===== src/game_pkg.sv =====
package game_pkg;

    // grid coordinates, 16 columns by 12 rows
    typedef logic [3:0] tile_x_t;
    typedef logic [3:0] tile_y_t;

    typedef struct packed {
        tile_x_t x;                     // column, high nibble as in xxxx_yyyy
        tile_y_t y;                     // row
    } tile_pos_t;

    // facing codes match the 2-bit orientation field
    typedef enum logic [1:0] {
        DIR_UP    = 2'd0,
        DIR_RIGHT = 2'd1,
        DIR_DOWN  = 2'd2,
        DIR_LEFT  = 2'd3
    } dir_t;

    typedef struct packed {
        logic attack;
        logic right;
        logic left;
        logic down;
        logic up;
    } buttons_t;

    typedef struct packed {
        tile_pos_t pos;
        dir_t      facing;
        logic      sword_on;
        tile_pos_t sword_pos;           // only meaningful while sword_on
    } player_state_t;

    // playable field, row 0 is kept clear
    localparam tile_x_t GRID_X_MAX = 4'd15;
    localparam tile_y_t GRID_Y_MIN = 4'd1;
    localparam tile_y_t GRID_Y_MAX = 4'd11;

endpackage


===== src/video_pkg.sv =====
package video_pkg;

    typedef logic [9:0] pix_t;          // enough for 800 clocks per line

    // 2 bits per channel, fed to a resistor dac
    typedef struct packed {
        logic [1:0] r;
        logic [1:0] g;
        logic [1:0] b;
    } rgb_t;

    // ------------------------------------------------------------------------
    // flat tile colours
    // ------------------------------------------------------------------------
    localparam rgb_t COL_BLACK  = '{r: 2'b00, g: 2'b00, b: 2'b00};
    localparam rgb_t COL_PLAYER = '{r: 2'b11, g: 2'b11, b: 2'b11};   // white
    localparam rgb_t COL_SWORD  = '{r: 2'b11, g: 2'b11, b: 2'b00};   // yellow
    localparam rgb_t COL_DRAGON = '{r: 2'b00, g: 2'b11, b: 2'b11};   // cyan

    // floor colour follows where the player faces
    localparam rgb_t BG_UP    = '{r: 2'b11, g: 2'b00, b: 2'b00};
    localparam rgb_t BG_RIGHT = '{r: 2'b00, g: 2'b11, b: 2'b00};
    localparam rgb_t BG_DOWN  = '{r: 2'b00, g: 2'b00, b: 2'b11};
    localparam rgb_t BG_LEFT  = '{r: 2'b11, g: 2'b00, b: 2'b11};

endpackage

===== src/button_latch.sv =====
`timescale 1ns/1ps

module button_latch import game_pkg::*; (
    input  logic     clk,
    input  logic     reset,
    input  buttons_t buttons,
    input  logic     frame_tick,
    output buttons_t pressed
);

    buttons_t meta;                 // first synchroniser stage
    buttons_t sync;                 // second stage, safe to use
    buttons_t sync_d;               // previous level for edge detect
    buttons_t rise;

    assign rise = sync & ~sync_d;   // 0 -> 1 per button

    always_ff @(posedge clk) begin
        if (!reset) begin
            meta    <= '0;
            sync    <= '0;
            sync_d  <= '0;
            pressed <= '0;
        end else begin
            meta   <= buttons;
            sync   <= meta;
            sync_d <= sync;
            // presses pile up between ticks, the tick consumes them
            if (frame_tick) begin
                pressed <= rise;    // an edge in the tick cycle waits a frame
            end else begin
                pressed <= pressed | rise;
            end
        end
    end

endmodule


===== src/dragon_chaser.sv =====
`timescale 1ns/1ps

module dragon_chaser import game_pkg::*; #(
    parameter int CHASE_FRAMES = 10
) (
    input  logic      clk,
    input  logic      reset,
    input  logic      frame_tick,
    input  tile_pos_t player_pos,
    output tile_pos_t dragon_pos
);

    localparam int               CNT_W   = $clog2(CHASE_FRAMES + 1);
    localparam logic [CNT_W-1:0] STEP_AT = CNT_W'(CHASE_FRAMES);

    logic [CNT_W-1:0] tick_cnt;     // slows the dragon down
    tile_x_t          dist_x;
    tile_y_t          dist_y;
    logic             go_right;
    logic             go_down;
    tile_pos_t        next_pos;

    // true when b is one tile from a along a single axis
    function automatic logic one_step(tile_pos_t a, tile_pos_t b);
        tile_x_t ex;
        tile_y_t ey;
        ex = b.x - a.x;
        ey = b.y - a.y;
        return ((ex == '0) && ((ey == 4'd1) || (ey == 4'hf))) ||
               ((ey == '0) && ((ex == 4'd1) || (ex == 4'hf)));
    endfunction

    // greedy step, the longer axis first, x on a tie
    always_comb begin
        go_right = player_pos.x > dragon_pos.x;
        go_down  = player_pos.y > dragon_pos.y;
        dist_x   = go_right ? player_pos.x - dragon_pos.x : dragon_pos.x - player_pos.x;
        dist_y   = go_down  ? player_pos.y - dragon_pos.y : dragon_pos.y - player_pos.y;
        next_pos = dragon_pos;
        if ((dist_x != '0) && (dist_x >= dist_y)) begin
            next_pos.x = go_right ? dragon_pos.x + 1'b1 : dragon_pos.x - 1'b1;
        end else if (dist_y != '0) begin
            next_pos.y = go_down ? dragon_pos.y + 1'b1 : dragon_pos.y - 1'b1;
        end
        // on the player's tile next_pos == dragon_pos
    end

    always_ff @(posedge clk) begin
        if (!reset) begin
            tick_cnt   <= '0;
            dragon_pos <= '0;
        end else if (frame_tick) begin
            if (tick_cnt == STEP_AT) begin
                tick_cnt   <= '0;
                dragon_pos <= next_pos;     // uses pos from before this tick
            end else begin
                tick_cnt <= tick_cnt + 1'b1;
            end
        end
    end

    // moves happen only right after a tick and never jump
    ap_single_step: assert property (@(posedge clk) disable iff (!reset)
        $past(reset) && (dragon_pos != $past(dragon_pos)) |->
            $past(frame_tick) && one_step($past(dragon_pos), dragon_pos))
        else $error("dragon moved off-tick or more than one tile");

endmodule


===== src/dungeon_top.sv =====
`timescale 1ns/1ps

module dungeon_top import game_pkg::*; import video_pkg::*; #(
    parameter int        H_DISPLAY    = 640,
    parameter int        H_FRONT      = 16,
    parameter int        H_SYNC       = 96,
    parameter int        H_BACK       = 48,
    parameter int        V_DISPLAY    = 480,
    parameter int        V_FRONT      = 10,
    parameter int        V_SYNC       = 2,
    parameter int        V_BACK       = 33,
    parameter int        TILE_PIXELS  = 40,
    parameter int        SWORD_FRAMES = 10,
    parameter int        CHASE_FRAMES = 10,
    parameter tile_pos_t START_POS    = '{x: 4'd7, y: 4'd6}
) (
    input  logic          clk,
    input  logic          reset,
    input  buttons_t      buttons,      // raw, asynchronous
    output logic          hsync,
    output logic          vsync,
    output rgb_t          rgb,
    output logic          frame_tick,
    output player_state_t player,
    output tile_pos_t     dragon_pos
);

    pix_t     pix_x;
    pix_t     pix_y;
    logic     display_on;
    buttons_t pressed;              // presses since the last tick

    // ------------------------------------------------------------------------
    // video timing
    // ------------------------------------------------------------------------
    vga_timing #(
        .H_DISPLAY (H_DISPLAY),
        .H_FRONT   (H_FRONT),
        .H_SYNC    (H_SYNC),
        .H_BACK    (H_BACK),
        .V_DISPLAY (V_DISPLAY),
        .V_FRONT   (V_FRONT),
        .V_SYNC    (V_SYNC),
        .V_BACK    (V_BACK)
    ) vga_timing0 (
        .clk        (clk),
        .reset      (reset),
        .pix_x      (pix_x),
        .pix_y      (pix_y),
        .display_on (display_on),
        .hsync      (hsync),
        .vsync      (vsync),
        .frame_tick (frame_tick)
    );

    // ------------------------------------------------------------------------
    // game logic, all stepping on frame_tick
    // ------------------------------------------------------------------------
    button_latch button_latch0 (
        .clk        (clk),
        .reset      (reset),
        .buttons    (buttons),
        .frame_tick (frame_tick),
        .pressed    (pressed)
    );

    game_control #(
        .SWORD_FRAMES (SWORD_FRAMES),
        .START_POS    (START_POS)
    ) game_control0 (
        .clk        (clk),
        .reset      (reset),
        .frame_tick (frame_tick),
        .pressed    (pressed),
        .player     (player)
    );

    dragon_chaser #(
        .CHASE_FRAMES (CHASE_FRAMES)
    ) dragon_chaser0 (
        .clk        (clk),
        .reset      (reset),
        .frame_tick (frame_tick),
        .player_pos (player.pos),   // chases the player tile
        .dragon_pos (dragon_pos)
    );

    tile_renderer #(
        .TILE_PIXELS (TILE_PIXELS)
    ) tile_renderer0 (
        .clk        (clk),
        .reset      (reset),
        .pix_x      (pix_x),
        .pix_y      (pix_y),
        .display_on (display_on),
        .player     (player),
        .dragon_pos (dragon_pos),
        .rgb        (rgb)
    );

endmodule


===== src/game_control.sv =====
`timescale 1ns/1ps

module game_control import game_pkg::*; #(
    parameter int        SWORD_FRAMES = 10,
    parameter tile_pos_t START_POS    = '{x: 4'd7, y: 4'd6}
) (
    input  logic          clk,
    input  logic          reset,
    input  logic          frame_tick,
    input  buttons_t      pressed,
    output player_state_t player
);

    localparam int               CNT_W      = $clog2(SWORD_FRAMES + 1);
    localparam logic [CNT_W-1:0] LAST_FRAME = CNT_W'(SWORD_FRAMES - 1);

    typedef enum logic {
        ST_IDLE,
        ST_ATTACK
    } state_t;

    state_t           state;
    logic [CNT_W-1:0] frame_cnt;    // ticks spent swinging
    dir_t             move_dir;
    logic             move_req;
    logic             move_ok;

    // tile next to p, wraps mod 16 on both axes
    function automatic tile_pos_t neighbour(tile_pos_t p, dir_t d);
        tile_pos_t n;
        n = p;
        case (d)
            DIR_UP:    n.y = p.y - 1'b1;
            DIR_RIGHT: n.x = p.x + 1'b1;
            DIR_DOWN:  n.y = p.y + 1'b1;
            default:   n.x = p.x - 1'b1;
        endcase
        return n;
    endfunction

    // priority right > left > down > up
    always_comb begin
        move_req = 1'b1;
        move_dir = DIR_RIGHT;
        if (pressed.right) begin
            move_dir = DIR_RIGHT;
        end else if (pressed.left) begin
            move_dir = DIR_LEFT;
        end else if (pressed.down) begin
            move_dir = DIR_DOWN;
        end else if (pressed.up) begin
            move_dir = DIR_UP;
        end else begin
            move_req = 1'b0;            // nothing to do
        end
    end

    // boundary check for the chosen step
    always_comb begin
        case (move_dir)
            DIR_UP:    move_ok = player.pos.y > GRID_Y_MIN;
            DIR_RIGHT: move_ok = player.pos.x < GRID_X_MAX;
            DIR_DOWN:  move_ok = player.pos.y < GRID_Y_MAX;
            default:   move_ok = player.pos.x != '0;
        endcase
    end

    // ------------------------------------------------------------------------
    // fsm, advances only on the frame tick
    // ------------------------------------------------------------------------
    always_ff @(posedge clk) begin
        if (!reset) begin
            state            <= ST_IDLE;
            frame_cnt        <= '0;
            player.pos       <= START_POS;
            player.facing    <= DIR_RIGHT;
            player.sword_on  <= 1'b0;
            player.sword_pos <= '0;
        end else if (frame_tick) begin
            case (state)
                ST_IDLE: begin
                    if (pressed.attack) begin       // attack beats movement
                        state            <= ST_ATTACK;
                        frame_cnt        <= '0;
                        player.sword_on  <= 1'b1;
                        player.sword_pos <= neighbour(player.pos, player.facing);
                    end else if (move_req) begin
                        player.facing <= move_dir;  // turn even when blocked
                        if (move_ok) begin
                            player.pos <= neighbour(player.pos, move_dir);
                        end
                    end
                end
                default: begin                      // swinging, inputs dropped
                    if (frame_cnt == LAST_FRAME) begin
                        state           <= ST_IDLE;
                        player.sword_on <= 1'b0;
                    end else begin
                        frame_cnt <= frame_cnt + 1'b1;
                    end
                end
            endcase
        end
    end

    ap_row_in_field: assert property (@(posedge clk) disable iff (!reset)
        (player.pos.y >= GRID_Y_MIN) && (player.pos.y <= GRID_Y_MAX))
        else $error("player row left the field");

endmodule


===== src/tile_renderer.sv =====
`timescale 1ns/1ps

module tile_renderer import game_pkg::*; import video_pkg::*; #(
    parameter int TILE_PIXELS = 40
) (
    input  logic          clk,
    input  logic          reset,
    input  pix_t          pix_x,
    input  pix_t          pix_y,
    input  logic          display_on,
    input  player_state_t player,
    input  tile_pos_t     dragon_pos,
    output rgb_t          rgb
);

    localparam int               SUB_W    = $clog2(TILE_PIXELS + 1);
    localparam logic [SUB_W-1:0] SUB_LAST = SUB_W'(TILE_PIXELS - 1);

    // tile index plus pixel offset inside the tile
    typedef struct packed {
        logic [3:0]       tile;
        logic [SUB_W-1:0] sub;
    } track_t;

    track_t    x_trk;               // position of the previous pixel
    track_t    y_trk;
    track_t    x_cur;
    track_t    y_cur;
    pix_t      x_prev;
    pix_t      y_prev;
    tile_pos_t here;
    rgb_t      colour;

    function automatic track_t advance(track_t t);
        track_t n;
        if (t.sub == SUB_LAST) begin
            n.tile = t.tile + 1'b1;     // next tile
            n.sub  = '0;
        end else begin
            n.tile = t.tile;
            n.sub  = t.sub + 1'b1;
        end
        return n;
    endfunction

    // coordinate 0 restarts, a changed coordinate steps by one pixel
    always_comb begin
        if (pix_x == '0) begin
            x_cur = '0;
        end else if (pix_x != x_prev) begin
            x_cur = advance(x_trk);
        end else begin
            x_cur = x_trk;
        end
        if (pix_y == '0) begin
            y_cur = '0;
        end else if (pix_y != y_prev) begin
            y_cur = advance(y_trk);     // new line
        end else begin
            y_cur = y_trk;
        end
    end

    assign here = '{x: x_cur.tile, y: y_cur.tile};

    // sword > player > dragon > floor
    always_comb begin
        if (!display_on) begin
            colour = COL_BLACK;
        end else if (player.sword_on && (here == player.sword_pos)) begin
            colour = COL_SWORD;
        end else if (here == player.pos) begin
            colour = COL_PLAYER;
        end else if (here == dragon_pos) begin
            colour = COL_DRAGON;
        end else begin
            case (player.facing)
                DIR_UP:    colour = BG_UP;
                DIR_RIGHT: colour = BG_RIGHT;
                DIR_DOWN:  colour = BG_DOWN;
                default:   colour = BG_LEFT;
            endcase
        end
    end

    always_ff @(posedge clk) begin
        if (!reset) begin
            x_trk  <= '0;
            y_trk  <= '0;
            x_prev <= '0;
            y_prev <= '0;
            rgb    <= COL_BLACK;
        end else begin
            x_trk  <= x_cur;
            y_trk  <= y_cur;
            x_prev <= pix_x;
            y_prev <= pix_y;
            rgb    <= colour;           // one clock behind pix_x/pix_y
        end
    end

endmodule


===== src/vga_timing.sv =====
`timescale 1ns/1ps

module vga_timing import video_pkg::*; #(
    parameter int H_DISPLAY = 640,
    parameter int H_FRONT   = 16,
    parameter int H_SYNC    = 96,
    parameter int H_BACK    = 48,
    parameter int V_DISPLAY = 480,
    parameter int V_FRONT   = 10,
    parameter int V_SYNC    = 2,
    parameter int V_BACK    = 33
) (
    input  logic clk,
    input  logic reset,
    output pix_t pix_x,
    output pix_t pix_y,
    output logic display_on,
    output logic hsync,
    output logic vsync,
    output logic frame_tick
);

    // derived counter limits
    localparam pix_t H_END        = pix_t'(H_DISPLAY);
    localparam pix_t H_SYNC_START = pix_t'(H_DISPLAY + H_FRONT);
    localparam pix_t H_SYNC_END   = pix_t'(H_DISPLAY + H_FRONT + H_SYNC - 1);
    localparam pix_t H_MAX        = pix_t'(H_DISPLAY + H_FRONT + H_SYNC + H_BACK - 1);
    localparam pix_t H_TICK       = pix_t'(H_DISPLAY - 1);   // tick lands on H_END
    localparam pix_t V_END        = pix_t'(V_DISPLAY);
    localparam pix_t V_SYNC_START = pix_t'(V_DISPLAY + V_FRONT);
    localparam pix_t V_SYNC_END   = pix_t'(V_DISPLAY + V_FRONT + V_SYNC - 1);
    localparam pix_t V_MAX        = pix_t'(V_DISPLAY + V_FRONT + V_SYNC + V_BACK - 1);

    pix_t hpos;
    pix_t vpos;
    logic h_last;

    assign h_last = (hpos == H_MAX);

    always_ff @(posedge clk) begin
        if (!reset) begin
            hpos <= '0;
            vpos <= '0;
        end else begin
            hpos <= h_last ? '0 : hpos + 1'b1;
            if (h_last) begin
                vpos <= (vpos == V_MAX) ? '0 : vpos + 1'b1;   // next line
            end
        end
    end

    // sync pulses active high, one clock behind the counters
    always_ff @(posedge clk) begin
        if (!reset) begin
            hsync      <= 1'b0;
            vsync      <= 1'b0;
            frame_tick <= 1'b0;
        end else begin
            hsync      <= (hpos >= H_SYNC_START) && (hpos <= H_SYNC_END);
            vsync      <= (vpos >= V_SYNC_START) && (vpos <= V_SYNC_END);
            frame_tick <= (hpos == H_TICK) && (vpos == V_END);
        end
    end

    assign display_on = (hpos < H_END) && (vpos < V_END);
    assign pix_x      = (hpos < H_END) ? hpos : '0;   // zero in blanking
    assign pix_y      = (vpos < V_END) ? vpos : '0;

    // game state may only change while the beam is off screen
    ap_tick_in_blank: assert property (@(posedge clk) disable iff (!reset)
        frame_tick |-> !display_on)
        else $error("frame_tick raised inside the visible area");

endmodule


===== config.mk =====
export PLATFORM = sky130hd
export DESIGN_NAME = dungeon_top
export DESIGN_NICKNAME = d
export VERILOG_FILES = /design/src/game_pkg.sv /design/src/video_pkg.sv /design/src/button_latch.sv /design/src/dragon_chaser.sv /design/src/dungeon_top.sv /design/src/game_control.sv /design/src/tile_renderer.sv /design/src/vga_timing.sv
export SDC_FILE = /design/constraint.sdc
export NUM_CORES = 1
export LEC_CHECK = 0
export ABC_AREA = 1
export BUFFER_PORTS_ARGS = -buffer_cell sky130_fd_sc_hd__buf_2
export CELL_PAD_IN_SITES_DETAIL_PLACEMENT = 0
export CELL_PAD_IN_SITES_GLOBAL_PLACEMENT = 1
export CORE_ASPECT_RATIO = 0.9
export CORE_UTILIZATION = 35
export CTS_CLUSTER_DIAMETER = 200
export DETAILED_ROUTE_END_ITERATION = 8
export PLACE_DENSITY_LB_ADDON = 0.1
export SLEW_MARGIN = 40
export SYNTH_ARGS = -nofsm -noshare
export SYNTH_HDL_FRONTEND = slang
export SYNTH_SLANG_ARGS = --single-unit

===== constraint.sdc =====
create_clock -name clk -period 8.9 [get_ports clk]
set_input_delay 1.78 -clock clk [delete_from_list [all_inputs] [get_ports clk]]
set_output_delay 1.78 -clock clk [all_outputs]
set_load 0.005 [all_outputs]

# Word-level counts from Yosys, hierarchy flattened
# Cells that the tools add are included.
[classes]
n_addsub = 20
magnitude_cmp = 12
n_eq_ne = 19
mux = 41
bitwise_logic = 9
reduce_logical = 30
[ops]
columns = ["op", "n"]
rows = [
  ["$mux W10", 9],
  ["$add A4 B1 Y4 const B", 8],
  ["$mux W4", 8],
  ["$pmux W4 S2", 4],
  ["$eq A10 B10 Y1 const B", 3],
  ["$eq A8 B8 Y1", 3],
  ["$add A10 B1 Y10 const B", 2],
  ["$logic_not A10 Y1", 2],
  ["$ne A10 B10 Y1", 2],
  ["$mux W6", 3],
  ["$pmux W6 S3", 1],
  ["$sub A4 B1 Y4 const B", 4],
  ["$sub A4 B4 Y4", 4],
  ["$add A6 B1 Y6 const B", 2],
  ["$eq A6 B6 Y1 const B", 2],
  ["$reduce_and A3 Y1", 4],
  ["$reduce_and A6 Y1", 2],
  ["$reduce_bool A4 Y1", 3],
  ["$eq A10 B9 Y1 const B", 1],
  ["$ge A10 B10 Y1 const B", 1],
  ["$ge A10 B9 Y1 const B", 1],
  ["$le A10 B10 Y1 const B", 1],
  ["$le A10 B9 Y1 const B", 1],
  ["$lt A10 B10 Y1 const B", 1],
  ["other kinds (25)", 59],
]
[totals]
reg_bits = 125
inputBits = 7
out_inout_bits = 36
word_cells = 176

# Longest topological paths before layout
[depth]
depth_word = 9
ltp_mapped = 23
ltp_nobuf = 21

# Modules after synthesis
# A second synthesis with hierarchy kept.
[unflattened]
cells_unflattened = 1212
hier_area_um2 = 8072.7
[modules_own_cells]
columns = ["module", "n_inst", "cells_each", "area_each_um2", "seq_area_each_um2"]
rows = [
  ["tile_renderer", 1, 466, 2907.8, 860.8],
  ["game_control", 1, 230, 1605.3, 480.5],
  ["dragon_chaser", 1, 221, 1547.7, 240.2],
  ["vga_timing", 1, 221, 1373.8, 460.4],
  ["button_latch", 1, 74, 638.1, 400.4],
]

# Worst setup path after synthesis
# No wires, ideal clock.
[synth_timing]
path_kind = "register to register"
from = "register game_control0.player[15] (netlist name)"
to = "register dragon_chaser0.dragon_pos[1] (netlist name)"
setup_time_ps = 122
arrival_time_ps = 3309
required_ps = 8778
setup_slack_ps = 5470
path_stages_with_launch = 18
path_buffers = 0
period_less_slack_ps = 3430
cell_sequence = "dfxtp_1 > inv_1 > ha_1 > inv_1 > fa_1 > nand2_1 > a21oi_1 > o21ai_1 > mux2_2 > xor2_1 > inv_1 > ha_1 > o21a_1 > o21a_1 > o21ai_0 > nand2_1 > o21ai_0 > a21oi_1"
[synth_between]
elab_chain_len = 6
word_cells_on_any_way = 9
cone_classes = "2 x add/sub; 2 x order compare; 1 x mux; 1 x bitwise; 3 x reduce/logical"
[synth_lines]
columns = ["element", "line_no", "rtl"]
rows = [
  ["$sub A4 B4 Y4 / $gt A4 B4 Y1 (equally long branches)", "dragon_chaser.sv:37, dragon_chaser.sv:35", ""],
  ["$mux W4 *", "dragon_chaser.sv:37", "dist_x = go_right ? player_pos.x - dragon_pos.x : dragon_pos.x - player_pos.x;"],
  ["$ge A4 B4 Y1 / $reduce_bool A4 Y1 (equally long branches)", "dragon_chaser.sv:40", "if ((dist_x != '0) && (dist_x >= dist_y)) begin"],
  ["$logic_and A1 B1 Y1 *", "dragon_chaser.sv:40", ""],
  ["$not A1 Y1 (no source line) *", "--", ""],
  ["$reduce_and A4 Y1 (no source line) *", "--", ""],
]
# Mark *: on every way between the ends. The rest lies on a longest branch, timed or not.
# A chain may end at the register's enable or synchronous reset.

# Worst setup path after layout
[layout_timing]
from = "register game_control0.player[15] (netlist name)"
to = "register dragon_chaser0.dragon_pos[5] (netlist name)"
[layout_between]
elab_chain_len = 5
word_cells_on_any_way = 9
cone_classes = "2 x add/sub; 2 x order compare; 2 x mux; 3 x reduce/logical"
[layout_lines]
columns = ["element", "line_no"]
rows = [
  ["$sub A4 B4 Y4 / $gt A4 B4 Y1 (equally long branches)", "dragon_chaser.sv:37, dragon_chaser.sv:35"],
  ["$mux W4", "dragon_chaser.sv:37"],
  ["$ge A4 B4 Y1 / $reduce_bool A4 Y1 (equally long branches)", "dragon_chaser.sv:40"],
  ["$logic_and A1 B1 Y1", "dragon_chaser.sv:40"],
  ["$reduce_and A3 Y1 (no source line)", "--"],
]
# Parallel ways exist; a longest one is shown, timed or not.

==> flow_metrics.py <==
metrics = {
    "floorplanning": {
        "die_x_um": 152,
        "initial_core_util_pct": 35.7,
        "core_area_um2": 20000,
        "die_h_um": 137,
        "num_rows": 49,
        "die_area_um2": 21000,
        "num_io_pins": 43,
    },
    "placement": {
        "dp_hpwl_mm": 14.1,
        "io_buffers": 42,
        "gp_congestion": 0.789,
        "dp_cells": 1256,
    },
    "critical_path": {
        "critPathCaptureType": "register",
        "cp.arrival_ps": 4320,
        "crit_buf_inv": 4,
        "critical_path.cell_chain": "inv_1 -> ha_1 -> inv_1 -> fa_1 -> nand2_1 -> a21oi_1 -> o21ai_1 -> mux2_2 -> xor2_1 -> inv_1 -> ha_1 -> o21a_1 -> o21a_1 -> o21ai_0 -> nor2_1 -> inv_1 -> o21ai_0 -> a21oi_1",
        "slowest_delay_ps": 530,
        "slowest_stage": "o21ai_1",
        "start_kind": "register",
        "crit_type": "reg -> reg",
        "crit_path_max_fanout": 8,
        "worst_path_most_repeated_cell": "inv_1",
        "cp_data_required_time_ps": 9250,
        "path_delay_family": "compound AO/OA/AOI/OAI gates",
    },
    "finish": {
        "syn_to_final_growth_pct": 14.1,
        "final_common_cell": "nand2_1",
        "antennaDiodeCount": 0,
        "final_nets": 1074,
        "mostFrequentLayoutCells": "nand2_1, inv_1, dfxtp_1",
        "instances_no_fill": 1288,
        "drive_gt1_share_pct": 12.9,
        "seq_area_um2": 2440,
        "n_fill_cell": 2155,
        "multiInputGateArea_um2": 4020,
    },
    "routing": {
        "first_pass_iters": 7,
        "drc": 2,
        "detail_route.vias_per_cell": 4.85,
        "wire_per_inst_um": 14.6,
        "vias": 6242,
        "wl_mm": 18.9,
        "ant_nets": 0,
        "drt_iter0_drc": 298,
    },
    "power": {
        "p_leak_uw": 0.00374,
        "intPower_uw": 974,
        "power.switching_uw": 365,
        "power_density_nw_per_um2": 165,
        "p_sw_share_pct": 27.3,
        "ir_worst_vdd_v": 0.0000976,
        "power_frac_comb_pct": 6.1,
        "clkPwrFrac_pct": 52.0,
        "pwr-share-seq_pct": 41.9,
    },
    "global_routing": {
        "grt_max_degree": 50,
        "grt-ovfl-total": 0,
        "antenna_found_initial": 0,
        "grt_pass1_vias": 5679,
        "groute.usage.overall_pct": 18.6,
        "grt_pass1_wl_mm": 30.3,
    },
    "status": {
        "status": "finished with violations",
        "violations": "DRC",
    },
    "timing": {
        "period_needed_ps": 3970,
        "maxSlewHeadroom_pct": 51.7,
        "max_freq_mhz": 252,
        "drv_slew": 0,
        "period_share_pct": 44.6,
        "setup_viol": 0,
        "rsz0062_at_grt": "no",
        "hold_violations": 0,
        "skew_ps": 14.1,
        "worstMarginPinSlew_ps": 722,
        "hold_ws_ps": 412,
        "fin_tns_setup_ps": 0,
    },
    "yosys": {
        "netlist_instances": 980,
        "ys_seq_area_share_pct": 34.2,
        "syn_area_um2": 7130,
        "avgSynthCellArea_um2": 7.28,
        "synth-edff-count": 0,
        "yosys_most_used_dff": "dfxtp_1",
        "synth-seq-cells": 122,
        "ys_warn_count": 0,
        "synth_cell_types": 51,
        "async_reset_ff_share_pct": 0,
        "syn-num-nets": 1034,
    },
    "clocking": {
        "cts_resized": 0,
        "ctsHtreeMaxLevel": 4,
        "root_buffer": "clkbuf_16",
        "cts_buffers": 17,
        "clockBufferDepth": 2,
        "hold_buffers": 0,
        "cts_setup_buffers": 0,
        "path_clk_slew_ps": 60,
        "clock_latency_ps": 430,
        "cts_sinks": 122,
        "cts_tree": "yes",
    },
    "worst_hold_path": {
        "hp-class": "reg -> reg",
    },
    "run": {
        "maxCapViolCount": 0,
    },
}
## path summary, 6_finish.rpt
kind / startpoint / slack [ps] / cells past startpoint / endpoint
worst max-delay path: game_control0.player[15]$_SDFFE_PN1P_ / 4930 / 18 / dragon_chaser0.dragon_pos[5]$_SDFFE_PN0P_
worst min-delay path: button_latch0.meta[4]$_SDFF_PN0_ / 410 / 2 / button_latch0.sync[4]$_SDFF_PN0_
worst max register to register: game_control0.player[15]$_SDFFE_PN1P_ / 4930 / 18 / dragon_chaser0.dragon_pos[5]$_SDFFE_PN0P_
worst min register to register: button_latch0.meta[4]$_SDFF_PN0_ / 410 / 2 / button_latch0.sync[4]$_SDFF_PN0_
## flip-flops by register name, summed over array words and instances, names as in the netlist
register,flops
button_latch0.meta,5
tile_renderer0.rgb,3
tile_renderer0.x_prev,10
tile_renderer0.y_prev,10
vga_timing0.hsync,1
dragon_chaser0.tick_cnt,4
dragon_chaser0.dragon_pos,8
tile_renderer0.y_trk,10
tile_renderer0.x_trk,10
game_control0.frame_cnt,4
button_latch0.sync,5
vga_timing0.frame_tick,1
vga_timing0.hpos,10
game_control0.player,19
button_latch0.pressed,5
button_latch0.sync_d,5
vga_timing0.vsync,1
vga_timing0.vpos,10
game_control0.state,1
## power groups by stage
stage / combinational (µW) / sequential (µW) / clock, µW
after floorplan: 62.1 / 572 / 0
after global placement: 82.9 / 574 / 0
after detailed placement: 82.2 / 574 / 0
after CTS: 82.5 / 561 / 714
after global routing: 92.1 / 562 / 737
final: 82.0 / 561 / 696
## tightest hold or removal path, delay by kind of cell (launching register included)
family	cells	cell delay, ps
flip-flops	1	300
AND/OR/NAND/NOR	1	50
buffers and inverters	1	40
## routing by layer
layer / vias to the layer above / routed length, µm / track usage (%)
li1: 3303 / - / -
met1: 2842 / 9640 / 25.4
met2: 85 / 8300 / 29.7
met3: 12 / 704 / 3.55
met4: 0 / 208 / 6.06
met5: - / 0 / 0
## kinds of logic (layout without fill, tap and decap cells)
family / after synthesis / after routing / share of synthesized area, %
flip-flops: 122 / 122 / 34.2
XOR/XNOR: 36 / 36 / 4.42
AO/OA/AOI/OAI: 123 / 123 / 10.4
adder cells (fa/ha/maj): 47 / 47 / 8.88
AND/OR/NAND/NOR: 476 / 476 / 31.6
other: 1 / 1 / 0.0526
buffers and inverters: 169 / 222 / 9.56
multiplexers: 6 / 6 / 0.912
## cells in the mapped netlist, drive strengths merged (2+ instances only)
cell type / number / area [µm²]
nand2: 206 / 828
inv: 146 / 548
dfxtp: 122 / 2440
nor2: 115 / 487
nand3: 79 / 460
o21ai: 42 / 221
a21oi: 41 / 216
ha: 41 / 513
nand4: 34 / 213
xor2: 27 / 236
nor3: 19 / 100
buf: 14 / 100
clkbuf: 9 / 33.8
xnor2: 9 / 78.8
nor3b: 8 / 60.1
o22ai: 8 / 50.1
fa: 6 / 120
o211ai: 6 / 45.0
nand3b: 5 / 37.5
nor4: 5 / 31.3
a211oi: 4 / 30.0
mux2: 4 / 45.0
o21a: 4 / 30.0
a221oi: 3 / 26.3
o221ai: 3 / 26.3
or2: 3 / 18.8
a31oi: 2 / 12.5
a41oi: 2 / 17.5
mux2i: 2 / 20.0
o21bai: 2 / 15.0
o32ai: 2 / 17.5
## metrics by stage
| stage | utilization [%] | total power, µW | setup WS [ps] | cell area (µm²) |
|---|---|---|---|---|
| detailed placement | 37.8 | 656 | 4960 | 7550 |
| global route | 40.7 | 1390 | 4490 | 8140 |
| floorplan | - | 634 | 5470 | 7130 |
| finish | 40.7 | 1340 | 4930 | 8140 |
| global placement | 37.7 | 656 | 5050 | 7540 |
| CTS | 40.7 | 1360 | 4950 | 8130 |
## layout make-up
type                    count  area share, %
clock buffers              17           5.23
clock inverters            15           1.88
inverters                 146           6.74
multi-input cells         689           49.5
flip-flops and latches    122           30.0
well taps                 255           3.92
repair buffers             44           2.77
(Power assumes the default switching activity.)
